===== config.mk =====
export PLATFORM = sky130hd
export DESIGN_NAME = branch_unit
export DESIGN_NICKNAME = d
export VERILOG_FILES = /design/src/hdl/rv_pkg.sv /design/src/hdl/branch_unit.sv
export SDC_FILE = /design/constraint.sdc
export NUM_CORES = 1
export LEC_CHECK = 0
export ABC_CLOCK_PERIOD_IN_PS = 3900
export BUFFER_PORTS_ARGS = -buffer_cell sky130_fd_sc_hd__buf_4
export CAP_MARGIN = 30
export CORE_AREA = 2 2 127 129
export DETAILED_ROUTE_END_ITERATION = 8
export DIE_AREA = 0 0 129 131
export GPL_TIMING_DRIVEN = 0
export PLACE_DENSITY_LB_ADDON = 0.1
export SLEW_MARGIN = 20
export SYNTH_ARGS = -nofsm -noshare
export SYNTH_HDL_FRONTEND = slang
export SYNTH_SLANG_ARGS = --single-unit

===== constraint.sdc =====
create_clock -name vclk -period 3.9
set_input_delay 0.585 -clock vclk [all_inputs]
set_output_delay 0.585 -clock vclk [all_outputs]
set_load 0.005 [all_outputs]

===== src/hdl/rv_pkg.sv =====
// rv64 widths, word types, opcode and funct codes, alu operation and source enums
package rv_pkg;

  // architectural widths
  localparam int XLEN        = 64;
  localparam int INST_WD     = 32;
  localparam int GPR_ADDR_WD = 5;

  typedef logic [XLEN-1:0]        xlen_t;     // data, pc, imm, target
  typedef logic [INST_WD-1:0]     inst_t;
  typedef logic [GPR_ADDR_WD-1:0] gpr_addr_t;

  // major opcodes, inst[6:0]
  localparam logic [6:0] OPC_LUI    = 7'b0110111;
  localparam logic [6:0] OPC_OP_IMM = 7'b0010011;
  localparam logic [6:0] OPC_OP     = 7'b0110011;
  localparam logic [6:0] OPC_LOAD   = 7'b0000011;
  localparam logic [6:0] OPC_STORE  = 7'b0100011;
  localparam logic [6:0] OPC_BRANCH = 7'b1100011;
  localparam logic [6:0] OPC_JAL    = 7'b1101111;

  // funct3 codes
  localparam logic [2:0] F3_ADD    = 3'b000;   // addi, add, sub
  localparam logic [2:0] F3_BEQ    = 3'b000;
  localparam logic [2:0] F3_BNE    = 3'b001;
  localparam logic [2:0] F3_DOUBLE = 3'b011;   // ld / sd width

  // funct7 codes for the reg-reg group
  localparam logic [6:0] F7_ADD = 7'b0000000;
  localparam logic [6:0] F7_SUB = 7'b0100000;

  typedef enum logic [2:0] {
    ALU_ADD    = 3'd0,
    ALU_SUB    = 3'd1,
    ALU_PASS_B = 3'd2    // lui, second operand straight through
  } alu_op_e;

  typedef enum logic {
    SRC2_RS2 = 1'b0,
    SRC2_IMM = 1'b1
  } alu_src2_e;

  // addi x0, x0, 0
  localparam inst_t NOP_INST = 32'h0000_0013;

endpackage


===== src/hdl/branch_unit.sv =====
// branch compare and jump target for beq, bne and jal
`timescale 1ns/1ps

module branch_unit (
  input  rv_pkg::xlen_t i_pc,
  input  rv_pkg::xlen_t i_imm,
  input  rv_pkg::xlen_t i_rs1data,    // forwarded values
  input  rv_pkg::xlen_t i_rs2data,
  input  logic          i_br_en,
  input  logic          i_br_ne,
  input  logic          i_jal,
  output logic          o_taken,
  output rv_pkg::xlen_t o_target
);

  logic operands_eq;
  logic cond_met;

  assign operands_eq = (i_rs1data == i_rs2data);
  assign cond_met    = i_br_ne ? ~operands_eq : operands_eq;   // bne flips beq

  // jal is unconditional
  assign o_taken  = i_jal | (i_br_en & cond_met);

  // pc relative for both branch and jal
  assign o_target = i_pc + i_imm;

endmodule


* Yosys cells after proc, flatten, opt, wreduce, memory -nomap -nowiden
Index checks and enable logic that the tools add are counted.
Storage, ports and cells: bits in registers 0, word-level logic and storage cells 6, latch bits 0, memories 0, output and inout bits 65, bits in read-only memories 0, bits in writable memories 0, input bits 259
Cells by class: bitwise gates (word level) 3, reduce and logical (&&, ||, !) cells 0, shifts and indexed selects 0, magnitude comparators 0, div/mod/pow operators 0, add/subtract/negate cells 1, $mul 0, multiplexer cells 1, eq/ne operators 1
Operators by type and width (count):
- 64-bit adder | 1
- 64-bit equality test | 1
- 1-bit bitwise AND | 1
- 1-bit 2-to-1 mux | 1
- 1-bit inverter | 1
- 1-bit bitwise OR | 1

* Depth between registers and ports, before layout
depth after elaboration 5, gate-level depth with buffers 12, gate-level depth less buffers 12

* Worst setup path before layout
OpenSTA, ideal clock, no wires.
path type in2out, start input i_pc[0], end output o_target[56], buffers on the path 0, data arrival time 2.925 ns, required time 3.315 ns, stages on the path 12, path slack 0.390 ns, cell sequence ha_1 -> fa_1 -> a21o_1 -> nand3_1 -> a311o_1 -> a21o_1 -> nand2_1 -> a41oi_1 -> a21oi_1 -> a221oi_1 -> o21ai_0 -> xor2_1
On the way: longest elaborated chain between the ends 1
RTL lines:
- start: declaration | RTL line branch_unit.sv:5 | input rv_pkg::xlen_t i_pc,
- 64-bit adder | RTL line branch_unit.sv:26 | assign o_target = i_pc + i_imm;
- end: declaration | RTL line branch_unit.sv:13 | output rv_pkg::xlen_t o_target
No other way between the ends.

* Worst setup path after layout
start input i_pc[23], end output o_target[56]
The elaborated chain is that of the path after synthesis.

==> results.yml <==
run_status:
  status: "complete, no violations"
worst_setup_path:
  worstPathCellList: "buf_4 > ha_1 > a21o_1 > a21o_1 > a21oi_1 > o21bai_1 > and3b_1 > a41oi_4 > a21oi_2 > a221oi_2 > buf_4 > o21ai_0 > xor2_1 > buf_4"
  crit_path_max_incr_delay_ns: 0.37
  crit_path_end_kind: "primary output"
  critPathBufInv: 3
  worstPathRequired_ns: 3.31
  cpMostUsedCell: "buf_4"
  crit_path_top_delay_cell: "ha_1"
  worstPathMaxFanout: 6
  critical_path_class: "in -> out"
  startpoint_type: "input port"
  crit_family: "compound AO/OA/AOI/OAI gates"
  crit_arrival_ns: 3.18
cells_and_area:
  regArea_sq_um: 0
  antenna_cells: 0
  nNetsFinal: 1274
  final_layout_size_suffix_gt1_share_pct: 39.7
  area.growth.synth_to_final_pct: 66.5
  stdcell_area_sq_um: 7240
  seq_cells: 0
  clkbuf_count: 0
synth:
  synth-seq-area-share_pct: 0
  synth_top_cell_by_area: "xnor2_1"
  yosysWarningCount: 0
  synth_common_cells: "103 x xnor2_1, 74 x a21oi_1, 63 x ha_1"
  synth_fp_nets: 947
  synth_area_per_cell_sq_um: 6.97
  synth.area.top_cells: "xnor2_1 21%, ha_1 18%, a21oi_1 8.5%, a21o_1 6.4%, nand2_1 4.7%"
  yosysMostFrequentCell: "xnor2_1"
  syn_area_sq_um: 4350
  synth_top_area_share_pct: 20.7
  yosysUniqueCellTypes: 52
  syn-instance-count: 624
pwr:
  powerDensity_nw_per_um2: 173
  p_sw_w: 0.000575
  leakage_nw: 3.44
  seqPwrFrac_pct: 0
  peakVddDrop_mv: 0.0822
  p_total_w: 0.00125
  clkPwrFrac_pct: 0
  comb_power_share_pct: 100.0
  p_sw_share_pct: 46.0
  p_int_w: 0.000675
route:
  drc: 0
  ant_nets: 0
  initialDrtViolationCount: 192
  vias_per_cell: 4.92
  dr.pass1.iters: 4
  wl_per_cell_microns: 15.2
  wirelength_microns: 17700
  vias: 5730
timing:
  period_minus_slack_ns: 3.77
  finalMaxSlewViolations: 0
  fmax_mhz: 265
  setup_viol: 0
  finalCritPeriodShare_pct: 96.6
  hold_violations: 0
  maxSlewHeadroom_pct: 61.6
  tightest_slew_ns: 0.570
  rsz0062_at_grt: "false"
die:
  chipWidth_microns: 129
  io-pin-count: 324
  row_count: 46
  coreArea_sq_um: 15600
  initial_core_util_pct: 27.9
  dieArea_sq_um: 16900
  die_h_microns: 131
global_route:
  grt_pass1_vias: 5484
  grt_max_degree: 11
  antenna_found_initial: 0
  grt_pass1_wl_microns: 26800
  grt-ovfl-total: 0
  gr-usage-all-layers_pct: 19.4
placement:
  io_buffers: 324
  globalplace.congestion: 0.876
  placed_area_sq_um: 7050
  dp_hpwl_microns: 15800
run:
  drv_cap: 0
worst_hold_path:
  hp-class: "in -> out"
==> final timing paths <==
| path | start | end | slack [ns] | cells after the start |
|---|---|---|---|---|
| worst max-delay path | i_pc[23] | o_target[56] | 0.13 | 14 |
| worst min-delay path | i_jal | o_taken | 1.42 | 3 |
==> kinds of logic (layout without fill, tap and decap cells) <==
kind of cell / after synthesis / in the layout / share of synthesized area, %
buffers and inverters: 36 / 361 / 3.19
xor gates and xnor gates: 125 / 125 / 25.2
and+or+nand+nor: 183 / 183 / 21.3
adders and majority gates: 64 / 64 / 18.6
AOI/OAI and AO/OA: 216 / 216 / 31.8
==> worst min-delay path: cells and delay by family <==
kind / cells / cell delay [ns]
AOI/OAI and AO/OA: 1 / 0.07
buffers and inverters: 2 / 0.18
==> through the flow <==
step	setup TNS (ns)	setup slack, ns	util, %	hold WS [ns]	instances
global route	0	0.0000160	46.4	1.43	1165
detailed placement	-1.84	-0.506	45.2	1.41	1164
floorplan	0	0.390	-	1.24	624
global placement	-1.80	-0.502	45.2	1.41	1164
finish	0	0.131	46.4	1.42	1165
CTS	-0.00156	-0.00156	45.6	1.42	1165
==> area by class of cell <==
class	instances	area, sq um
fillers	1669	8360
multi-input cells	588	4370
repair buffers	331	2480
well taps	216	270
plain buffers	18	71.3
inverters	12	45.0
==> power by group through the flow <==
stage / registers, W / logic, W / clock network (W)
global route: 0 / 0.00138 / 0
floorplan: 0 / 0.000619 / 0
detailed placement: 0 / 0.00120 / 0
CTS: 0 / 0.00123 / 0
global placement: 0 / 0.00120 / 0
finish: 0 / 0.00125 / 0
==> placed cells by master (no fill, tap or decap), types with 3 or more instances in the layout <==
cell	n
a211oi_1	3
xnor2_1	103
buf_4	331
nand3_1	17
o21ai_0	31
nor2b_1	5
a21oi_2	3
a31o_2	3
a221oi_2	3
inv_1	12
buf_2	3
a21o_1	37
o21a_1	12
ha_2	4
a21oi_1	71
nor3_1	11
a31oi_1	8
clkbuf_1	15
nor2_1	33
nand2_1	52
and3_1	5
o21bai_1	15
xor2_1	22
nand2b_1	5
nor4_1	4
o21ai_1	3
ha_1	58
nand4_1	33
==> metal layers <==
metal / vias up / routed length, microns / share of wire, % / global-route usage, %
li1: 2950 / - / - / -
met1: 2575 / 8070 / 46 / 26.1
met2: 191 / 8180 / 46 / 33.6
met3: 14 / 1250 / 7.1 / 3.54
met4: 0 / 176 / 1.0 / 1.79
met5: - / 0 / 0 / 0
==> timing repair <==
action                                  4_1_cts  5_1_grt
buffers inserted                              2        5
resized for setup                            14       24
endpoints found under the setup margin       10        9
pin swaps                                     4        9
hold buffers                                  0        0
Power figures use the tool's default switching activity.
