$ cat config.mk
export PLATFORM = sky130hd
export DESIGN_NAME = gpr_file
export DESIGN_NICKNAME = d
export VERILOG_FILES = /design/src/hdl/rv_pkg.sv /design/src/hdl/id_pkg.sv /design/src/hdl/gpr_file.sv
export SDC_FILE = /design/constraint.sdc
export NUM_CORES = 2
export LEC_CHECK = 0
export BUFFER_PORTS_ARGS = -buffer_cell sky130_fd_sc_hd__buf_2
export CORE_MARGIN = 4
export CORE_UTILIZATION = 58
export CTS_CLUSTER_DIAMETER = 60
export DETAILED_ROUTE_END_ITERATION = 12
export GPL_ROUTABILITY_DRIVEN = 0
export PLACE_DENSITY_LB_ADDON = 0.05
export RECOVER_POWER = 100
export REMOVE_ABC_BUFFERS = 1
export SLEW_MARGIN = 5
export SYNTH_ARGS = -nofsm -noshare
export SYNTH_HDL_FRONTEND = slang
export SYNTH_SLANG_ARGS = --single-unit
$ cat constraint.sdc
create_clock -name i_clk -period 2.3 [get_ports i_clk]
set_input_delay 0.23 -clock i_clk [delete_from_list [all_inputs] [get_ports i_clk]]
set_output_delay 0.23 -clock i_clk [all_outputs]
set_load 0.1 [all_outputs]
$ cat src/hdl/rv_pkg.sv
// rv64 widths, word types, opcode and funct codes, alu operation and source enums
package rv_pkg;

  // architectural widths
  localparam int XLEN        = 64;
  localparam int INST_WD     = 32;
  localparam int GPR_ADDR_WD = 5;

  typedef logic [XLEN-1:0]        xlen_t;     // data, pc, imm, target
  typedef logic [INST_WD-1:0]     inst_t;
  typedef logic [GPR_ADDR_WD-1:0] gpr_addr_t;

  // major opcodes, inst[6:0]
  localparam logic [6:0] OPC_LUI    = 7'b0110111;
  localparam logic [6:0] OPC_OP_IMM = 7'b0010011;
  localparam logic [6:0] OPC_OP     = 7'b0110011;
  localparam logic [6:0] OPC_LOAD   = 7'b0000011;
  localparam logic [6:0] OPC_STORE  = 7'b0100011;
  localparam logic [6:0] OPC_BRANCH = 7'b1100011;
  localparam logic [6:0] OPC_JAL    = 7'b1101111;

  // funct3 codes
  localparam logic [2:0] F3_ADD    = 3'b000;   // addi, add, sub
  localparam logic [2:0] F3_BEQ    = 3'b000;
  localparam logic [2:0] F3_BNE    = 3'b001;
  localparam logic [2:0] F3_DOUBLE = 3'b011;   // ld / sd width

  // funct7 codes for the reg-reg group
  localparam logic [6:0] F7_ADD = 7'b0000000;
  localparam logic [6:0] F7_SUB = 7'b0100000;

  typedef enum logic [2:0] {
    ALU_ADD    = 3'd0,
    ALU_SUB    = 3'd1,
    ALU_PASS_B = 3'd2    // lui, second operand straight through
  } alu_op_e;

  typedef enum logic {
    SRC2_RS2 = 1'b0,
    SRC2_IMM = 1'b1
  } alu_src2_e;

  // addi x0, x0, 0
  localparam inst_t NOP_INST = 32'h0000_0013;

endpackage

$ cat src/hdl/id_pkg.sv
// packed bus structs around the decode stage: fetch, execute, branch, write-back, bypass
package id_pkg;

  // fetch -> decode
  typedef struct packed {
    rv_pkg::xlen_t pc;
    rv_pkg::inst_t inst;
  } fs_to_ds_t;

  // control fields carried down the pipe with each instruction
  typedef struct packed {
    rv_pkg::alu_op_e   alu_op;
    rv_pkg::alu_src2_e alu_src2;
    logic              gpr_wen;
    logic              mem_ren;
    logic              mem_wen;
    logic              load_sel;   // ld, execute needs this for the load-use stall
    logic              invalid;    // outside the supported subset
  } ctrl_t;

  // decode -> execute
  typedef struct packed {
    ctrl_t             ctrl;
    rv_pkg::xlen_t     rs1data;    // already forwarded
    rv_pkg::xlen_t     rs2data;
    rv_pkg::xlen_t     imm;
    rv_pkg::xlen_t     pc;
    rv_pkg::gpr_addr_t rd;
  } ds_to_es_t;

  // decode -> fetch
  typedef struct packed {
    logic          stall;          // taken but operands not ready yet
    logic          taken;
    rv_pkg::xlen_t target;
  } br_t;

  // write-back -> register file
  typedef struct packed {
    logic              wen;
    rv_pkg::gpr_addr_t waddr;
    rv_pkg::xlen_t     wdata;
  } wb_t;

  // result offered back to decode by a later stage
  // rd of zero means the stage has nothing to forward
  typedef struct packed {
    rv_pkg::gpr_addr_t rd;
    rv_pkg::xlen_t     result;
  } bypass_t;

endpackage

$ cat src/hdl/gpr_file.sv
// general-purpose register file, two async read ports and one write port
`timescale 1ns/1ps

module gpr_file #(
  parameter int NUM_GPRS = 32        // 16 for rv64e
) (
  input  logic              i_clk,
  input  logic              i_reset,
  input  rv_pkg::gpr_addr_t i_raddr1,
  input  rv_pkg::gpr_addr_t i_raddr2,
  output rv_pkg::xlen_t     o_rdata1,
  output rv_pkg::xlen_t     o_rdata2,
  input  id_pkg::wb_t       i_wb
);

  rv_pkg::xlen_t regs [NUM_GPRS];

  // x0 and indices past the array read as zero
  function automatic rv_pkg::xlen_t rd_port(input rv_pkg::gpr_addr_t addr);
    rd_port = (addr != '0 && int'(addr) < NUM_GPRS) ? regs[addr] : '0;
  endfunction

  always_ff @(posedge i_clk) begin
    if (i_reset) begin
      for (int i = 0; i < NUM_GPRS; i++) begin
        regs[i] <= '0;
      end
    end else if (i_wb.wen && i_wb.waddr != '0 && int'(i_wb.waddr) < NUM_GPRS) begin
      regs[i_wb.waddr] <= i_wb.wdata;
    end
  end

  // no write-through, same-cycle writes come in over the ws bypass
  assign o_rdata1 = rd_port(i_raddr1);
  assign o_rdata2 = rd_port(i_raddr2);

endmodule

; After elaboration in Yosys (flattened, before gate mapping)
; Memory sizes are Yosys's and may differ from the RTL's.
; Cells that the tools add are included.
[word_totals]
mem_count = 1
output_inout_bits = 128
mem_bits_rw = 2048
regBits = 0
inputBits = 82
[memory_table]
columns = memory, words, width, read_ports, rd_clocked_by_memory_dff, write_ports, line_no
row1 = regs, 32, 64, 2, 0, 32, gpr_file.sv:16  ; rv_pkg::xlen_t regs [NUM_GPRS];
[classes]
reduce_logical = 5
n_mux = 10
[ops]
columns = op, count
row1 = $mux W64, 3
row2 = $reduce_or A64 Y1, 1
row3 = $reduce_bool A5 Y1, 3
row4 = $mux W1, 6
row5 = $mux W5, 1
row6 = $logic_and A1 B1 Y1, 1

; Longest topological paths before layout
[logic_depth]
word_depth = 7
depth_mapped = 10

; Worst setup path before layout
; Ideal clock, no wire load.
[synth_path]
path_type = input-to-output
startpoint = input i_raddr1[0]
endpoint = output o_rdata1[42]
t_required_ns = 2.070
cell_stages = 9
arrival_time_ns = 5.967
slack_ns = -3.897
path_buffers = 5
path_cell_list = buf_4 -> buf_6 -> buf_6 -> buf_6 -> buf_8 -> mux2i_1 -> o22ai_1 -> a211oi_1 -> a2111oi_0
[synth_via]
elab_chain_len = 2
word_cells_on_any_way = 3
classes_between = mux: 1 / reduce/logical: 1 / memory: 1
[synth_lines]
columns = item, line_no
row1 = from (decl), gpr_file.sv:9  ; input rv_pkg::gpr_addr_t i_raddr1,
row2 = $mem_v2 Z32 W64 or $reduce_bool A5 Y1 (tied branches), --
row3 = $mux W64 *, gpr_file.sv:20  ; rd_port = (addr != '0 && int'(addr) < NUM_GPRS) ? regs[addr] : '0;
row4 = to (decl), gpr_file.sv:11  ; output rv_pkg::xlen_t o_rdata1,
; Mark *: on every way between the ends. The rest lies on a longest branch, timed or not.

==> flow_summary_export.csv <==
group,metric,value,unit
sta,setup_ws,-0.695,ns
pwr,power.share.clock,0.365,
routing,viasPerCell,7.20,
sta,tightest_slew,2.22,ns
global_routing,met3_usage,0.110,
sta,hold_viol,0,
pwr,p_total,95.6,mW
synth,synth_cell_type_count,44,
place,dpl.cell_count,9711,
synth,synth.area.top_cells,"edfxtp_1 57%, mux4_2 19%, and2_1 11%",
synth,yosysSeqAreaShare,0.568,
global_routing,grt_use_met1,0.560,
final_layout,drive_gt1_frac,0.326,
global_routing,grt_pass1_wl,550,mm
synth,async_flop_share,0,
synth,yosysWarningCount,0,
setup_path,path_delay_family,"buffers and inverters",
routing,firstDrtPassIters,6,
setup_path,cp.arrival,3.53,ns
routing,ant_nets,0,
pwr,vdd_ir_drop_max,690,uV
synth,synth.cell_area,0.108,sq mm
setup_path,cpMaxStageDelayCell,"clkbuf_2",
synth,synth_top_cell_by_area,"edfxtp_1",
synth,ys_top_cells_by_count,"2,048 x edfxtp_1, 1,986 x and2_1, 906 x mux4_2",
sta,timing.hold.ws,0.350,ns
worst_hold_path,hp-class,"input pin to flop",
clock_tree,clockRootBuffer,"clkbuf_16",
sta,rsz0062_at_grt,"yes",
clock_tree,cts_made_buffers,217,
floorplanning,rows,158,
routing,wire_per_inst,38.6,um
routing,route.detailed.drc,0,
clock_tree,htree_levels,4,
final_layout,top_register,"regs",
sta,post-route-min-period,3.00,ns
sta,slew_violations,97,
setup_path,cp_num_buf_inv,4,
run,cap_viol_max_count,2,
global_routing,busiest_layer,"met2",
clock_tree,cts_buffer_depth,3,
global_routing,grt_start_max_net_pins,65,
place,place_ws,-0.865,ns
final_layout,stdcell_count,10200,
pwr,switchingPower,25.7,mW
synth,synth_most_common_cell,"edfxtp_1",
setup_path,crit_path_max_fanout,59,
setup_path,critical_path_required,2.84,ns
clock_tree,cts_sinks,2048,
clock_tree,clkTransAtPathRegs,0.06,ns
final_layout,fin_util,0.693,
setup_path,cp_slowest_stage_delay,1.57,ns
outcome,status,"finished, violations left",
pwr,p_per_area,744,mW/mm^2
pwr,seq_power_share,0.462,
sta,setup_violations,2236,
synth,ys.flop_type,"edfxtp_1",
synth,synth-seq-cells,2048,
floorplanning,dieHeight,440,um
setup_path,cp-end-kind,"flop",
global_routing,antenna_found_initial,36,
synth,synth_top_area_frac,0.568,
floorplanning,die_w,440,um
final_layout,largest_reg_flops,2048,
floorplanning,fp.dieArea,0.194,sq mm
global_routing,grt_pass1_vias,73100,
sta,max_freq,334,MHz
setup_path,worstSetupPathType,"input pin to flop",
synth,syn_inst,7055,
floorplanning,io_pins,210,
pwr,leakage,45.3,nW
routing,route.final.wire_length,394,mm
outcome,failed_checks,"capacitance limit, slew limit, setup timing",
setup_path,start_kind,"input pin",
final_layout,nets,7605,
floorplanning,start_util,0.584,
synth,synth_edf_count,2048,
pwr,p_comb_frac,0.172,
global_routing,grt_overflow,0,
final_layout,finalInstanceArea,0.128,sq mm
setup_path,worstPathCellList,"dlygate4sd3_1 > buf_6 > clkbuf_2 > or2_4 > buf_12",
final_layout,largestRegisters,"regs (2048)",
clock_tree,cts_tree,"yes",
global_routing,grtUsageTotal,0.409,
sta,relSlewSlack,-0.478,
pwr,power.internal,69.9,mW
routing,vias,73600,
sta,finalCritPeriodShare,1.30,
place,dpl-instance-area,0.120,sq mm
synth,postSynthAreaPerCell,15.3,sq um
final_layout,area_growth,18.7,%
place,io_buffers,209,
pwr,swShare,0.269,
routing,first_iter_violations,12800,
floorplanning,core_area,0.185,sq mm
place,dp_hpwl,224,mm
global_routing,grt_util_met2,0.610,
sta,setup_tns,-1011.14,ns
power groups by stage:
stage / sequential [mW] / clock (mW) / combinational (mW)
after floorplan: 44.5 / 0 / 7.99
after global placement: 44.7 / 0 / 15.4
after detailed placement: 44.9 / 0 / 15.5
after CTS: 44.1 / 35.0 / 16.1
after global routing: 44.4 / 36.6 / 16.8
final: 44.2 / 34.9 / 16.5
cell type report:
type	instances	area, sq um
multi-input cells	4278	45200
clock buffers	264	5670
well taps	2480	3100
fillers	12300	57000
clock inverters	136	1260
diodes	37	92.6
repair buffers	976	11700
inverters	2	8.76
flip-flops and latches	2048	61500
cell families (layout without fill, tap and decap cells):
| kind of cell | count (synthesis) | after routing | share of synthesized area |
|---|---|---|---|
| flip-flops | 2048 | 2048 | 0.568 |
| other | 1 | 101 | 0.0000346 |
| buffers and inverters | 792 | 1378 | 0.0317 |
| AO/OA/AOI/OAI | 539 | 539 | 0.0375 |
| AND/OR/NAND/NOR | 2284 | 2284 | 0.128 |
| multiplexers | 1391 | 1391 | 0.235 |
layer usage:
| layer | part of all wire | vias up |
|---|---|---|
| met5 | 0.000033 | - |
| met4 | 0.059 | 2 |
| met3 | 0.15 | 1305 |
| met2 | 0.45 | 6709 |
| met1 | 0.34 | 37300 |
| li1 | - | 28200 |
final timing paths:
check                 startpoint                         end  slack (ns)  depth (start not counted)
worst min-delay path    i_wb[66]   regs[4][21]$_SDFFCE_PN0P_        0.35                          4
worst max-delay path     i_reset  regs[14][46]$_SDFFCE_PN0P_       -0.70                          5
repair_timing:
item	4_1_cts	5_1_grt
setup buffers	27	10
resized for setup	295	75
hold buffers	65	0
setup endpoints to repair	128	128
endpoints found under the hold margin	1958	0
pin swaps	213	54
placed cells by master, fill, tap and decap left out, drive strengths merged, types with 57 or more instances in the layout:
cell type and n:
and2 1986, o22ai 100, dlygate4sd3 65, clkbuf 296, a22oi 74, mux2i 363
nor2 57, mux2 122, nand2 108, mux4 906, buf 879, a221oi 58
clkinv 103, conb 64, edfxtp 2048
No activity file was read; power rests on OpenSTA's default activity.
