**config.mk**
```make
export PLATFORM = sky130hd
export DESIGN_NAME = operand_bypass
export DESIGN_NICKNAME = d
export VERILOG_FILES = /design/src/hdl/rv_pkg.sv /design/src/hdl/id_pkg.sv /design/src/hdl/operand_bypass.sv
export SDC_FILE = /design/constraint.sdc
export NUM_CORES = 1
export LEC_CHECK = 0
export BUFFER_PORTS_ARGS = -buffer_cell sky130_fd_sc_hd__buf_2
export CAP_MARGIN = 10
export CORE_AREA = 2 2 186 188
export DETAILED_ROUTE_END_ITERATION = 10
export DIE_AREA = 0 0 188 190
export PLACE_DENSITY_LB_ADDON = 0.2
export SYNTH_ARGS = -nofsm -noshare
export SYNTH_HDL_FRONTEND = slang
export SYNTH_SLANG_ARGS = --single-unit
```
**constraint.sdc**
```tcl
create_clock -name vclk -period 1.47
set_input_delay 0.2205 -clock vclk [all_inputs]
set_output_delay 0.2205 -clock vclk [all_outputs]
set_load 0.05 [all_outputs]
```
**src/hdl/rv_pkg.sv**
```systemverilog
// rv64 widths, word types, opcode and funct codes, alu operation and source enums
package rv_pkg;

  // architectural widths
  localparam int XLEN        = 64;
  localparam int INST_WD     = 32;
  localparam int GPR_ADDR_WD = 5;

  typedef logic [XLEN-1:0]        xlen_t;     // data, pc, imm, target
  typedef logic [INST_WD-1:0]     inst_t;
  typedef logic [GPR_ADDR_WD-1:0] gpr_addr_t;

  // major opcodes, inst[6:0]
  localparam logic [6:0] OPC_LUI    = 7'b0110111;
  localparam logic [6:0] OPC_OP_IMM = 7'b0010011;
  localparam logic [6:0] OPC_OP     = 7'b0110011;
  localparam logic [6:0] OPC_LOAD   = 7'b0000011;
  localparam logic [6:0] OPC_STORE  = 7'b0100011;
  localparam logic [6:0] OPC_BRANCH = 7'b1100011;
  localparam logic [6:0] OPC_JAL    = 7'b1101111;

  // funct3 codes
  localparam logic [2:0] F3_ADD    = 3'b000;   // addi, add, sub
  localparam logic [2:0] F3_BEQ    = 3'b000;
  localparam logic [2:0] F3_BNE    = 3'b001;
  localparam logic [2:0] F3_DOUBLE = 3'b011;   // ld / sd width

  // funct7 codes for the reg-reg group
  localparam logic [6:0] F7_ADD = 7'b0000000;
  localparam logic [6:0] F7_SUB = 7'b0100000;

  typedef enum logic [2:0] {
    ALU_ADD    = 3'd0,
    ALU_SUB    = 3'd1,
    ALU_PASS_B = 3'd2    // lui, second operand straight through
  } alu_op_e;

  typedef enum logic {
    SRC2_RS2 = 1'b0,
    SRC2_IMM = 1'b1
  } alu_src2_e;

  // addi x0, x0, 0
  localparam inst_t NOP_INST = 32'h0000_0013;

endpackage

```
**src/hdl/id_pkg.sv**
```systemverilog
// packed bus structs around the decode stage: fetch, execute, branch, write-back, bypass
package id_pkg;

  // fetch -> decode
  typedef struct packed {
    rv_pkg::xlen_t pc;
    rv_pkg::inst_t inst;
  } fs_to_ds_t;

  // control fields carried down the pipe with each instruction
  typedef struct packed {
    rv_pkg::alu_op_e   alu_op;
    rv_pkg::alu_src2_e alu_src2;
    logic              gpr_wen;
    logic              mem_ren;
    logic              mem_wen;
    logic              load_sel;   // ld, execute needs this for the load-use stall
    logic              invalid;    // outside the supported subset
  } ctrl_t;

  // decode -> execute
  typedef struct packed {
    ctrl_t             ctrl;
    rv_pkg::xlen_t     rs1data;    // already forwarded
    rv_pkg::xlen_t     rs2data;
    rv_pkg::xlen_t     imm;
    rv_pkg::xlen_t     pc;
    rv_pkg::gpr_addr_t rd;
  } ds_to_es_t;

  // decode -> fetch
  typedef struct packed {
    logic          stall;          // taken but operands not ready yet
    logic          taken;
    rv_pkg::xlen_t target;
  } br_t;

  // write-back -> register file
  typedef struct packed {
    logic              wen;
    rv_pkg::gpr_addr_t waddr;
    rv_pkg::xlen_t     wdata;
  } wb_t;

  // result offered back to decode by a later stage
  // rd of zero means the stage has nothing to forward
  typedef struct packed {
    rv_pkg::gpr_addr_t rd;
    rv_pkg::xlen_t     result;
  } bypass_t;

endpackage

```
**src/hdl/operand_bypass.sv**
```systemverilog
// source operand forwarding from execute, memory and write-back
`timescale 1ns/1ps

module operand_bypass (
  input  rv_pkg::gpr_addr_t i_rs1,
  input  rv_pkg::gpr_addr_t i_rs2,
  input  rv_pkg::xlen_t     i_rf_data1,
  input  rv_pkg::xlen_t     i_rf_data2,
  input  id_pkg::bypass_t   i_es_bypass,
  input  id_pkg::bypass_t   i_ms_bypass,
  input  id_pkg::bypass_t   i_ws_bypass,
  output rv_pkg::xlen_t     o_rs1data,
  output rv_pkg::xlen_t     o_rs2data
);

  // a stage hits when it carries a real rd equal to the source
  function automatic logic hit(input id_pkg::bypass_t byp,
                               input rv_pkg::gpr_addr_t src);
    hit = (byp.rd != '0) && (byp.rd == src);
  endfunction

  // youngest result wins: es, then ms, then ws
  function automatic rv_pkg::xlen_t pick(input rv_pkg::gpr_addr_t src,
                                         input rv_pkg::xlen_t     rf_data);
    if (hit(i_es_bypass, src)) begin
      pick = i_es_bypass.result;
    end else if (hit(i_ms_bypass, src)) begin
      pick = i_ms_bypass.result;
    end else if (hit(i_ws_bypass, src)) begin
      pick = i_ws_bypass.result;
    end else begin
      pick = rf_data;
    end
  endfunction

  assign o_rs1data = pick(i_rs1, i_rf_data1);
  assign o_rs2data = pick(i_rs2, i_rf_data2);

endmodule

```
# ---- Word level (Yosys, flattened, before mapping)
# Index checks and enable logic that the tools add are counted.
dict set report totals {
  elab_cells 21
  romBits 0
  register_bits 0
  memories 0
  input_bits 345
  ramBits 0
  latch_bits 0
  output_inout_bits 128
}
dict set report op_classes {
  magnitude_cmp 0
  n_mux 6
  shifts 0
  reduce_logical 9
  bitwise_logic 0
  eq_ne 6
  n_mul 0
  div 0
  addsub 0
}
# operator n
set ops {}
lappend ops {{$mux 64} 6}
lappend ops {{$eq 5x5->1} 6}
lappend ops {{$reduce_bool 5->1} 3}
lappend ops {{$logic_and 1x1->1} 6}

# ---- Longest topological paths before layout
dict set report logic_depth {
  word_depth 5
  mapped_depth 7
}

# ---- Worst setup path after synthesis
# No wires, ideal clock.
dict set report synth_path {
  path_kind {input-to-output}
  start {input i_ws_bypass[67] (netlist name)}
  end {output o_rs1data[10]}
  path_buffers 1
  arrival_ns 1.906
  slack_ns -0.656
  stages 6
  path_cell_list {xor2_1 nor2_1 nand4_2 clkbuf_1 o221a_1 o21ai_1}
}
dict set report synth_between {
  elab_chain_len 5
  elab_cells_between_ends 6
  cone_classes {eq/ne (1); mux (3); reduce/logical (2)}
}
# item line_no
set synth_rtl {}
lappend synth_rtl {{start, declared} operand_bypass.sv:11} ;# input id_pkg::bypass_t i_ws_bypass,
lappend synth_rtl {{$eq 5x5->1 / $reduce_bool 5->1 (equally long branches)} operand_bypass.sv:19} ;# hit = (byp.rd != '0) && (byp.rd == src);
lappend synth_rtl {{$logic_and 1x1->1 (*)} operand_bypass.sv:19}
lappend synth_rtl {{$mux 64 (*)} operand_bypass.sv:29} ;# end else if (hit(i_ws_bypass, src)) begin
lappend synth_rtl {{$mux 64 (*)} operand_bypass.sv:27} ;# end else if (hit(i_ms_bypass, src)) begin
lappend synth_rtl {{$mux 64 (*)} operand_bypass.sv:25} ;# if (hit(i_es_bypass, src)) begin
lappend synth_rtl {{end, declared} operand_bypass.sv:12} ;# output rv_pkg::xlen_t o_rs1data,
# Mark *: on every way between the ends. The rest lies on a longest branch, timed or not.

# ---- Final worst setup path
dict set report layout_path {
  start {input i_rs2[3]}
  end {output o_rs2data[37]}
}
dict set report layout_between {
  elab_chain_len 5
  elab_cells_between_ends 9
  cone_classes {eq/ne (3); mux (3); reduce/logical (3)}
}
# item line_no
set layout_rtl {}
lappend layout_rtl {{start, declared} operand_bypass.sv:6} ;# input rv_pkg::gpr_addr_t i_rs2,
lappend layout_rtl {{$eq 5x5->1} operand_bypass.sv:19}
lappend layout_rtl {{$logic_and 1x1->1} operand_bypass.sv:19}
lappend layout_rtl {{$mux 64} operand_bypass.sv:29}
lappend layout_rtl {{$mux 64} operand_bypass.sv:27}
lappend layout_rtl {{$mux 64 (*)} operand_bypass.sv:25}
lappend layout_rtl {{end, declared} operand_bypass.sv:13} ;# output rv_pkg::xlen_t o_rs2data
# Marks and branches as above.

==> impl_metrics.csv <==
group,metric,value,unit
setup_path,crit_required,1.25,ns
drt,ant_nets,0,
finish,seqCellArea,0,um^2
drt,drt_iter0_drc,425,
finish,layoutNonFillerInstCount,1850,
power,p_leak,0.00645,uW
synth,ys_seq_area_frac,0,
setup_path,cp.arrival,1.85,ns
power,peakVddDrop,0.000206,V
timing,hold_viol,0,
synth,synth_mux_area_frac,0,
floorplan,dieArea,35700,um^2
finish,drive_above_1_share,0.727,
setup_path,crit_type,"in -> out",
placed_design,gp_congestion,0.837,
floorplan,die_w,188,um
timing,timing.final.crit_period,2.07,ns
floorplan,io_pins,473,
floorplan,start_util,0.142,
job,drv_cap,0,
timing,fmax,0.484,GHz
synth,syn-num-nets,1193,
setup_path,slowest_stage,"nor3_2",
synth,syn_avg_cell_area,5.69,um^2
finish,flops_and_latches,0,
timing,relSlewSlack,0.790,
setup_path,endpoint_kind,"output pin",
finish,multiInputGateArea,7010,um^2
power,p_per_area,451,nW/um^2
setup_path,max_stage_delay,0.17,ns
synth,synth.distinct_cells,17,
timing,tightestPinTransition,0.315,ns
setup_path,start_kind,"input port",
finish,syn_to_final_growth,193,%
finish,num_antenna_cells,0,
global_routing,overflow,0,
finish,final_nets,1742,
synth,synthesis.instances,848,
finish,fill_cells,3355,
drt,drc,0,
global_routing,grt_start_max_net_pins,44,
drt,avgRoutedWirePerCell,24.4,um
placed_design,dp_hpwl,25700,um
placed_design,preCtsSetupSlack,-0.753,ns
timing,drv_slew,0,
synth,synth_xor_area_frac,0.0545,
global_routing,grt_usage,0.187,
drt,wl,45100,um
timing,post-route-period-util,1.41,
hold_path,hp-class,"in -> out",
timing,setup_ws,-0.598,ns
synth,synth_compound_area_frac,0.564,
drt,drtPass1Iterations,5,
drt,vias,9183,
global_routing,grt_antenna_before_repair,3,
placed_design,dp.cells,1764,
synth,yosys.area_share.simple,0.181,
setup_path,path_cells,"buf_8 -> xor2_1 -> nor3_2 -> nand4_1 -> buf_6 -> buf_12 -> buf_12 -> buf_16 -> o221a_1 -> o21ai_4 -> buf_6",
floorplan,die_height,190,um
power,seq_power_share,0,
run_status,outcome,"finished with violations",
power,combPwrFrac,1.000,
power,p_sw,3500,uW
timing,rsz0062_at_grt,"yes",
power,clkPwrFrac,0,
synth,synth_top_family_by_area,"compound AO/OA/AOI/OAI gates",
run_status,failed_checks,"negative setup slack",
synth,synth-adder-area-share,0,
placed_design,port_buffers,473,
global_routing,grt_pass1_vias,9170,
floorplan,rows,68,
global_routing,grt_pass1_wl,52700,um
synth,yosys_warnings,0,
drt,viasPerCell,4.96,
finish,clkbuf_count,0,
finish,finish.utilization,0.417,
floorplan,coreArea,33900,um^2
timing,setup_violations,128,
power,p_int,2880,uW
synth,netlist_area,4820,um^2
power,swShare,0.549,
setup_path,crit_path_max_fanout,6,
[layer usage]
metal / GRT usage / wire (um)
met4: 0.0306 / 916
met1: 0.235 / 19800
met2: 0.343 / 21500
met3: 0.0258 / 2830
met5: 0 / 13
[Yosys cell counts]
cell,number,area [um^2]
o21ai_1,136,681
buf_2,39,195
nor2_1,5,18.8
and4b_1,2,20.0
nand2_1,197,739
buf_4,1,7.51
clkbuf_1,33,124
buf_6,14,158
xor2_1,16,140
o221a_1,128,1440
nand4_1,5,31.3
o21ai_0,120,601
and4_1,2,17.5
xnor2_1,14,123
inv_1,128,480
nor3_1,7,35.0
nand4_2,1,12.5
[layout make-up]
| type | count | area share |
|---|---|---|
| tap | 455 | 0.0403 |
| timing repair buffer | 634 | 0.430 |
| inverter | 128 | 0.0340 |
| multi-input combinational | 633 | 0.496 |
[critical path: cells and delay by family]
| family | cells | cell delay, ns |
|---|---|---|
| xor+xnor | 1 | 0.16 |
| simple gates | 2 | 0.29 |
| buf+inv | 6 | 0.86 |
| compound gates | 2 | 0.29 |
[what timing repair did]
| item | CTS | global route |
|---|---|---|
| gates cloned | 10 | 49 |
| hold buffers | 0 | 0 |
| gates resized for setup | 395 | 383 |
| setup buffers | 8 | 22 |
| pin swaps | 32 | 46 |
| endpoints found under the setup margin | 128 | 128 |
[cell usage in the layout, fill, tap and decap left out, types with 2 or more instances in the layout]
cell type,netlist,final
nor3_2,0,5
o221a_1,128,9
buf_16,0,14
nand4_1,5,5
xor2_1,16,12
xor2_2,0,3
nand2_2,0,18
o221a_4,0,119
o21ai_1,136,31
buf_6,14,117
xnor2_1,14,7
xnor2_2,0,5
nand2_1,197,179
buf_8,0,43
o21ai_4,0,141
nor2_1,5,3
clkbuf_16,0,30
and4b_4,0,2
inv_1,128,128
buf_12,0,46
xnor2_4,0,2
buf_2,39,328
o21ai_0,120,6
o21ai_2,0,78
buf_4,1,56
and4_4,0,2
[worst paths after layout]
kind	startpoint	endpoint	slack, ns	cells past startpoint
hold / removal	i_es_bypass[22]	o_rs2data[22]	0.81	4
setup / recovery	i_rs2[3]	o_rs2data[37]	-0.60	11
[cell families (layout without fill, tap and decap cells)]
group | after synthesis | after routing
xor gates and xnor gates | 30 | 30
and+or+nand+nor | 219 | 219
AOI/OAI and AO/OA | 384 | 384
buffers and inverters | 215 | 762
[per-stage QoR]
step	instance area [um^2]	power [uW]	setup TNS, ns	hold WS, ns
floorplan	6300	3120	-34.60	0.649
global placement	9680	4580	-84.24	0.809
detailed placement	9680	4570	-84.51	0.815
CTS	11400	5400	-69.63	0.815
global route	14100	6600	-71.35	0.826
finish	14100	6380	-64.84	0.811
[power groups by stage]
| stage | combinational [uW] | sequential (uW) | clock, uW |
|---|---|---|---|
| finish | 6380 | 0 | 0 |
| global route | 6600 | 0 | 0 |
| CTS | 5400 | 0 | 0 |
| detailed placement | 4570 | 0 | 0 |
| global placement | 4580 | 0 | 0 |
| floorplan | 3120 | 0 | 0 |
Note: power is estimated with default switching activity, not from simulation.
