--- src/hdl/rv_pkg.sv ---
// rv64 widths, word types, opcode and funct codes, alu operation and source enums
package rv_pkg;

  // architectural widths
  localparam int XLEN        = 64;
  localparam int INST_WD     = 32;
  localparam int GPR_ADDR_WD = 5;

  typedef logic [XLEN-1:0]        xlen_t;     // data, pc, imm, target
  typedef logic [INST_WD-1:0]     inst_t;
  typedef logic [GPR_ADDR_WD-1:0] gpr_addr_t;

  // major opcodes, inst[6:0]
  localparam logic [6:0] OPC_LUI    = 7'b0110111;
  localparam logic [6:0] OPC_OP_IMM = 7'b0010011;
  localparam logic [6:0] OPC_OP     = 7'b0110011;
  localparam logic [6:0] OPC_LOAD   = 7'b0000011;
  localparam logic [6:0] OPC_STORE  = 7'b0100011;
  localparam logic [6:0] OPC_BRANCH = 7'b1100011;
  localparam logic [6:0] OPC_JAL    = 7'b1101111;

  // funct3 codes
  localparam logic [2:0] F3_ADD    = 3'b000;   // addi, add, sub
  localparam logic [2:0] F3_BEQ    = 3'b000;
  localparam logic [2:0] F3_BNE    = 3'b001;
  localparam logic [2:0] F3_DOUBLE = 3'b011;   // ld / sd width

  // funct7 codes for the reg-reg group
  localparam logic [6:0] F7_ADD = 7'b0000000;
  localparam logic [6:0] F7_SUB = 7'b0100000;

  typedef enum logic [2:0] {
    ALU_ADD    = 3'd0,
    ALU_SUB    = 3'd1,
    ALU_PASS_B = 3'd2    // lui, second operand straight through
  } alu_op_e;

  typedef enum logic {
    SRC2_RS2 = 1'b0,
    SRC2_IMM = 1'b1
  } alu_src2_e;

  // addi x0, x0, 0
  localparam inst_t NOP_INST = 32'h0000_0013;

endpackage

--- src/hdl/id_pkg.sv ---
// packed bus structs around the decode stage: fetch, execute, branch, write-back, bypass
package id_pkg;

  // fetch -> decode
  typedef struct packed {
    rv_pkg::xlen_t pc;
    rv_pkg::inst_t inst;
  } fs_to_ds_t;

  // control fields carried down the pipe with each instruction
  typedef struct packed {
    rv_pkg::alu_op_e   alu_op;
    rv_pkg::alu_src2_e alu_src2;
    logic              gpr_wen;
    logic              mem_ren;
    logic              mem_wen;
    logic              load_sel;   // ld, execute needs this for the load-use stall
    logic              invalid;    // outside the supported subset
  } ctrl_t;

  // decode -> execute
  typedef struct packed {
    ctrl_t             ctrl;
    rv_pkg::xlen_t     rs1data;    // already forwarded
    rv_pkg::xlen_t     rs2data;
    rv_pkg::xlen_t     imm;
    rv_pkg::xlen_t     pc;
    rv_pkg::gpr_addr_t rd;
  } ds_to_es_t;

  // decode -> fetch
  typedef struct packed {
    logic          stall;          // taken but operands not ready yet
    logic          taken;
    rv_pkg::xlen_t target;
  } br_t;

  // write-back -> register file
  typedef struct packed {
    logic              wen;
    rv_pkg::gpr_addr_t waddr;
    rv_pkg::xlen_t     wdata;
  } wb_t;

  // result offered back to decode by a later stage
  // rd of zero means the stage has nothing to forward
  typedef struct packed {
    rv_pkg::gpr_addr_t rd;
    rv_pkg::xlen_t     result;
  } bypass_t;

endpackage

--- src/hdl/inst_decoder.sv ---
// instruction decoder for lui, addi, add, sub, ld, sd, beq, bne and jal
`timescale 1ns/1ps

module inst_decoder (
  input  rv_pkg::inst_t     i_inst,
  output rv_pkg::gpr_addr_t o_rs1,
  output rv_pkg::gpr_addr_t o_rs2,
  output rv_pkg::gpr_addr_t o_rd,
  output rv_pkg::xlen_t     o_imm,
  output id_pkg::ctrl_t     o_ctrl,
  output logic              o_br_en,   // beq / bne
  output logic              o_br_ne,   // compare for inequality
  output logic              o_jal
);

  logic [6:0]    opcode;
  logic [2:0]    funct3;
  logic [6:0]    funct7;
  rv_pkg::xlen_t imm_i, imm_s, imm_b, imm_u, imm_j;
  logic          legal;
  logic          is_branch;
  logic          is_jal;

  assign opcode = i_inst[6:0];
  assign funct3 = i_inst[14:12];
  assign funct7 = i_inst[31:25];

  assign o_rs1 = i_inst[19:15];
  assign o_rs2 = i_inst[24:20];

  // all immediates sign-extended from inst[31]
  assign imm_i = {{52{i_inst[31]}}, i_inst[31:20]};
  assign imm_s = {{52{i_inst[31]}}, i_inst[31:25], i_inst[11:7]};
  assign imm_b = {{51{i_inst[31]}}, i_inst[31], i_inst[7], i_inst[30:25],
                  i_inst[11:8], 1'b0};
  assign imm_u = {{32{i_inst[31]}}, i_inst[31:12], 12'b0};
  assign imm_j = {{43{i_inst[31]}}, i_inst[31], i_inst[19:12], i_inst[20],
                  i_inst[30:21], 1'b0};

  always_comb begin
    legal           = 1'b0;
    is_branch       = 1'b0;
    is_jal          = 1'b0;
    o_imm           = '0;
    o_ctrl.alu_op   = rv_pkg::ALU_ADD;
    o_ctrl.alu_src2 = rv_pkg::SRC2_RS2;
    o_ctrl.gpr_wen  = 1'b0;
    o_ctrl.mem_ren  = 1'b0;
    o_ctrl.mem_wen  = 1'b0;
    o_ctrl.load_sel = 1'b0;
    case (opcode)
      rv_pkg::OPC_LUI: begin
        legal           = 1'b1;
        o_imm           = imm_u;
        o_ctrl.alu_op   = rv_pkg::ALU_PASS_B;
        o_ctrl.alu_src2 = rv_pkg::SRC2_IMM;
        o_ctrl.gpr_wen  = 1'b1;
      end
      rv_pkg::OPC_OP_IMM: begin
        legal           = (funct3 == rv_pkg::F3_ADD);
        o_imm           = imm_i;
        o_ctrl.alu_src2 = rv_pkg::SRC2_IMM;
        o_ctrl.gpr_wen  = 1'b1;
      end
      rv_pkg::OPC_OP: begin
        legal          = (funct3 == rv_pkg::F3_ADD) &&
                         (funct7 == rv_pkg::F7_ADD || funct7 == rv_pkg::F7_SUB);
        o_ctrl.gpr_wen = 1'b1;
        if (funct7 == rv_pkg::F7_SUB) begin
          o_ctrl.alu_op = rv_pkg::ALU_SUB;
        end
      end
      rv_pkg::OPC_LOAD: begin
        legal           = (funct3 == rv_pkg::F3_DOUBLE);
        o_imm           = imm_i;          // address = rs1 + imm
        o_ctrl.alu_src2 = rv_pkg::SRC2_IMM;
        o_ctrl.gpr_wen  = 1'b1;
        o_ctrl.mem_ren  = 1'b1;
        o_ctrl.load_sel = 1'b1;
      end
      rv_pkg::OPC_STORE: begin
        legal           = (funct3 == rv_pkg::F3_DOUBLE);
        o_imm           = imm_s;
        o_ctrl.alu_src2 = rv_pkg::SRC2_IMM;
        o_ctrl.mem_wen  = 1'b1;
      end
      rv_pkg::OPC_BRANCH: begin
        legal     = (funct3 == rv_pkg::F3_BEQ) || (funct3 == rv_pkg::F3_BNE);
        o_imm     = imm_b;
        is_branch = 1'b1;
      end
      rv_pkg::OPC_JAL: begin
        legal  = 1'b1;
        o_imm  = imm_j;
        is_jal = 1'b1;    // link write is not part of this datapath
      end
      default: legal = 1'b0;
    endcase
    // nothing architectural may happen for an illegal word
    if (!legal) begin
      o_ctrl.gpr_wen  = 1'b0;
      o_ctrl.mem_ren  = 1'b0;
      o_ctrl.mem_wen  = 1'b0;
      o_ctrl.load_sel = 1'b0;
    end
    o_ctrl.invalid = ~legal;
  end

  // rd only when the instruction really writes, keeps later bypass rds clean
  assign o_rd    = o_ctrl.gpr_wen ? i_inst[11:7] : '0;
  assign o_br_en = is_branch & legal;
  assign o_br_ne = (funct3 == rv_pkg::F3_BNE);
  assign o_jal   = is_jal;

endmodule

--- config.mk ---
export PLATFORM = sky130hd
export DESIGN_NAME = inst_decoder
export DESIGN_NICKNAME = d
export VERILOG_FILES = /design/src/hdl/rv_pkg.sv /design/src/hdl/id_pkg.sv /design/src/hdl/inst_decoder.sv
export SDC_FILE = /design/constraint.sdc
export NUM_CORES = 1
export LEC_CHECK = 0
export BUFFER_PORTS_ARGS = -buffer_cell sky130_fd_sc_hd__buf_2
export CAP_MARGIN = 0
export CORE_MARGIN = 2
export CORE_UTILIZATION = 30
export DETAILED_ROUTE_END_ITERATION = 8
export PLACE_DENSITY = 0.8
export SLEW_MARGIN = 30
export SYNTH_ARGS = -nofsm -noshare
export SYNTH_HDL_FRONTEND = slang
export SYNTH_SLANG_ARGS = --single-unit
export TNS_END_PERCENT = 100
--- constraint.sdc ---
create_clock -name vclk -period 4.4
set_input_delay 0 -clock vclk [all_inputs]
set_output_delay 0 -clock vclk [all_outputs]
set_load 0.03 [all_outputs]
# Word-level counts from Yosys, hierarchy flattened
# Cells that the tools add are included.
# word_totals
mem_count,0
latchBits,0
ff_bits,0
wordCells,34
mem_bits_ro,0
input_bits,32
output_inout_bits,91
ramBits,0
# op_classes
addsub,0
bitwise,2
muxes,12
shifts,0
reduce_logical,10
mul,0
n_eq_ne,10
n_lt_le_gt_ge,0
div_mod_pow,0
# op_table
op,n
one-hot mux 64 bit (5 select lines),1
"equality test 7 x 6 -> 1 bit, second input constant",4
"equality test 7 bit, second input constant",2
OR reduction 4 bit,2
"equality test 7 x 2 -> 1 bit, second input constant",1
"equality test 7 x 5 -> 1 bit, second input constant",1
logical NOT 7 bit,1
two-way mux 1 bit,7
one-hot mux 3 bit (2 select lines),1
OR reduction 2 bit,3
two-way mux 5 bit,1
one-hot mux 1 bit (5 select lines),1
two-way mux 4 bit,1
"equality test 3 x 1 -> 1 bit, second input constant",1
"equality test 3 x 2 -> 1 bit, second input constant",1
logical NOT 3 bit,1
logical OR 1 bit,2
bitwise AND 1 bit,1
logical AND 1 bit,1
NOT 1 bit,1

# Longest topological paths before layout
# depth
word_depth,6
mapped_depth,6

# Worst setup path before layout
# OpenSTA, ideal clock, no wires.
# synth_timing
path_kind,input to output
startpoint,in i_inst[5]
endpoint,out o_imm[32]
arrival_ns,2.162
path_stages,6
setup_slack_ns,2.238
n_path_buf,2
path_cell_list,nor2b_1 > and4_1 > clkbuf_1 > or2_1 > o31a_1 > buf_4
# synth_via
elab_chain_len,3
word_cells_on_any_way,8
cone_classes,eq/ne: 6; mux: 1; reduce/logical: 1
# synth_lines
element,line_no,rtl
"start, declared",inst_decoder.sv:5,"input rv_pkg::inst_t i_inst,"
equality test 7 x 2 -> 1 bit or equality test 7 x 5 -> 1 bit (tied branches),inst_decoder.sv:51,case (opcode)
OR reduction 2 bit (no line),--,
one-hot mux 64 bit (5 select lines) *,inst_decoder.sv:51,
"end, declared",inst_decoder.sv:9,"output rv_pkg::xlen_t o_imm,"
# Mark *: on every way between the ends. The rest lies on a longest branch, timed or not.

# Final worst setup path
# layout_timing
startpoint,in i_inst[3]
endpoint,out o_imm[47]
# The elaborated chain is that of the path after synthesis.

==> flow_metrics.py <==
metrics = {
    "logic_synthesis": {
        "synth_cells": 144,
        "ys.warnings.count": 0,
        "ys_seq_area_frac": 0,
        "synthesis.nets": 176,
        "syn_avg_cell_area_um2": 6.79,
        "post_synth_num_cell_types": 34,
        "syn_area_um2": 978,
    },
    "floorplan": {
        "rows": 20,
        "start_util": 0.318,
        "ios": 123,
        "die-height_um": 61.1,
        "coreArea_mm2": 0.00308,
        "die_area_mm2": 0.00373,
        "fp.dieW_um": 61.1,
    },
    "layout": {
        "layout_commonest_cell": "buf_2",
        "nets": 251,
        "seq_cells": 0,
        "nClkBuffers": 0,
        "multi_input_area_um2": 634,
        "area_growth_pct": 32.9,
        "seq_area_um2": 0,
        "drive_gt1_frac": 0.594,
        "fillerInstances": 352,
        "mostFrequentLayoutCells": "buf_2 (122), nand2_1 (25), nor2b_1 (9), a21o_1 (9), nor2_1 (8)",
        "antenna_cells": 0,
    },
    "drt": {
        "ant_nets": 0,
        "wl_per_cell_um": 12.3,
        "firstDrtPassIters": 4,
        "wirelength_um": 3210,
        "vias_per_cell": 4.67,
        "num_vias": 1219,
        "drt-initial-drc-count": 31,
        "drc": 0,
    },
    "clock_network": {
        "post_cts_buffers": 0,
        "cts_hold_buf": 0,
        "post_cts_resized": 0,
    },
    "worst_setup_path": {
        "arrival_ps": 2180,
        "cp-start-kind": "primary input",
        "crit_chain": "buf_2, nand4bb_1, nor2_1, o31a_1, buf_2",
        "startpoint": "i_inst[3]",
        "cpLargestDelayFamily": "simple AND/OR/NAND/NOR gates",
        "required_ps": 4400,
        "crit_buf_inv": 2,
        "crit_type": "in -> out",
        "critPathSlowestCell": "o31a_1",
        "slowest_delay_ps": 730,
        "end_kind": "primary output",
        "crit_top_cell": "buf_2",
        "crit_fanout": 33,
    },
    "sta": {
        "period_minus_slack_ps": 2180,
        "setup-tns-final_ps": 0,
        "slew_viol_final": 0,
        "fin_ws_ps": 2220,
        "rsz0062_at_grt": "false",
        "fmax_ghz": 0.459,
        "slew_headroom": 0.410,
        "finalCritPeriodShare": 0.495,
        "setup_viol": 0,
        "hold_viol_final": 0,
        "worst-slew-pin-transition_ps": 878,
    },
    "grt": {
        "overflow": 0,
        "antenna_found_initial": 0,
        "grt_pass1_wl_um": 4040,
        "grtUsageTotal": 0.137,
        "grt_pass1_vias": 879,
        "grt_max_degree": 34,
    },
    "power": {
        "irDropWorstVdd_mv": 0.0291,
        "finalPower_uw": 95.1,
        "power_density_mw_per_mm2": 73.1,
        "leakagePower_nw": 0.915,
    },
    "hold_path": {
        "holdPathStages": 2,
        "hold_end": "o_rs1[1]",
        "min-delay-start": "i_inst[16]",
        "hold_path.class": "in -> out",
    },
    "placement": {
        "routabilityCongestion": 0.806,
        "dp_hpwl_um": 2710,
        "pre_cts_slack_ps": 2120,
        "portBuffers": 122,
    },
    "status": {
        "status": "finished clean",
    },
    "flow_run": {
        "maxCapViolCount": 0,
    },
}
## logic make-up after synthesis
family                 count (synthesis)  synth area share
other                                  1           0.00383
AO/OA/AOI/OAI                         22             0.205
AND/OR/NAND/NOR                       72             0.426
buffers and inverters                 49             0.366
## cells in the mapped netlist, types with 2 or more instances
cell type  instances  area [um^2]
buf_4             44          330
nand2_1           25         93.8
a21o_1             9         67.6
nor2b_1            9         56.3
nor2_1             8         30.0
nor3b_1            6         45.0
nor3_1             5         25.0
a22o_1             4         35.0
clkbuf_1           3         11.3
nand3b_1           3         22.5
a21oi_1            2         10.0
and3_1             2         12.5
nand4bb_1          2         22.5
or2_1              2         12.5
## report_power, final
part | internal, mW | total [mW] | switching [mW]
Clock | 0 | 0 | 0
Sequential | 0 | 0 | 0
Combinational | 0.0305 | 0.0951 | 0.0646
Total | 0.0305 | 0.0951 | 0.0646
## how the worst max path moves through the flow
stage | to | cells past startpoint
3_3_place_gp | o_imm[47] | 5
6_report | o_imm[47] | 5
4_1_cts | o_imm[47] | 5
5_1_grt | o_imm[47] | 5
2_1_floorplan | o_imm[32] | 6
3_5_place_dp | o_imm[47] | 5
## stage by stage
stage / area [um^2] / util / hold slack (ps) / instances
after detailed placement: 1290 / 0.420 / 265 / 261
after CTS: 1290 / 0.420 / 265 / 261
after global placement: 1290 / 0.418 / 264 / 261
final: 1300 / 0.422 / 264 / 261
after global routing: 1300 / 0.422 / 277 / 261
after floorplan: 978 / - / 74.2 / 144
## cell type report
class / count / share of cell area
Multi-Input combinational cell: 95 / 0.488
Timing Repair Buffer: 122 / 0.470
Tap cell: 44 / 0.0423
## per-layer routing
metal,part of all wire,GRT usage,wire length (um),up-vias
met5,0,0,0,-
met4,0,0,0,0
met3,0.11,0.0105,368,0
met2,0.50,0.277,1600,76
met1,0.39,0.164,1250,538
li1,-,-,-,605
Note: power is estimated with default switching activity, not from simulation.
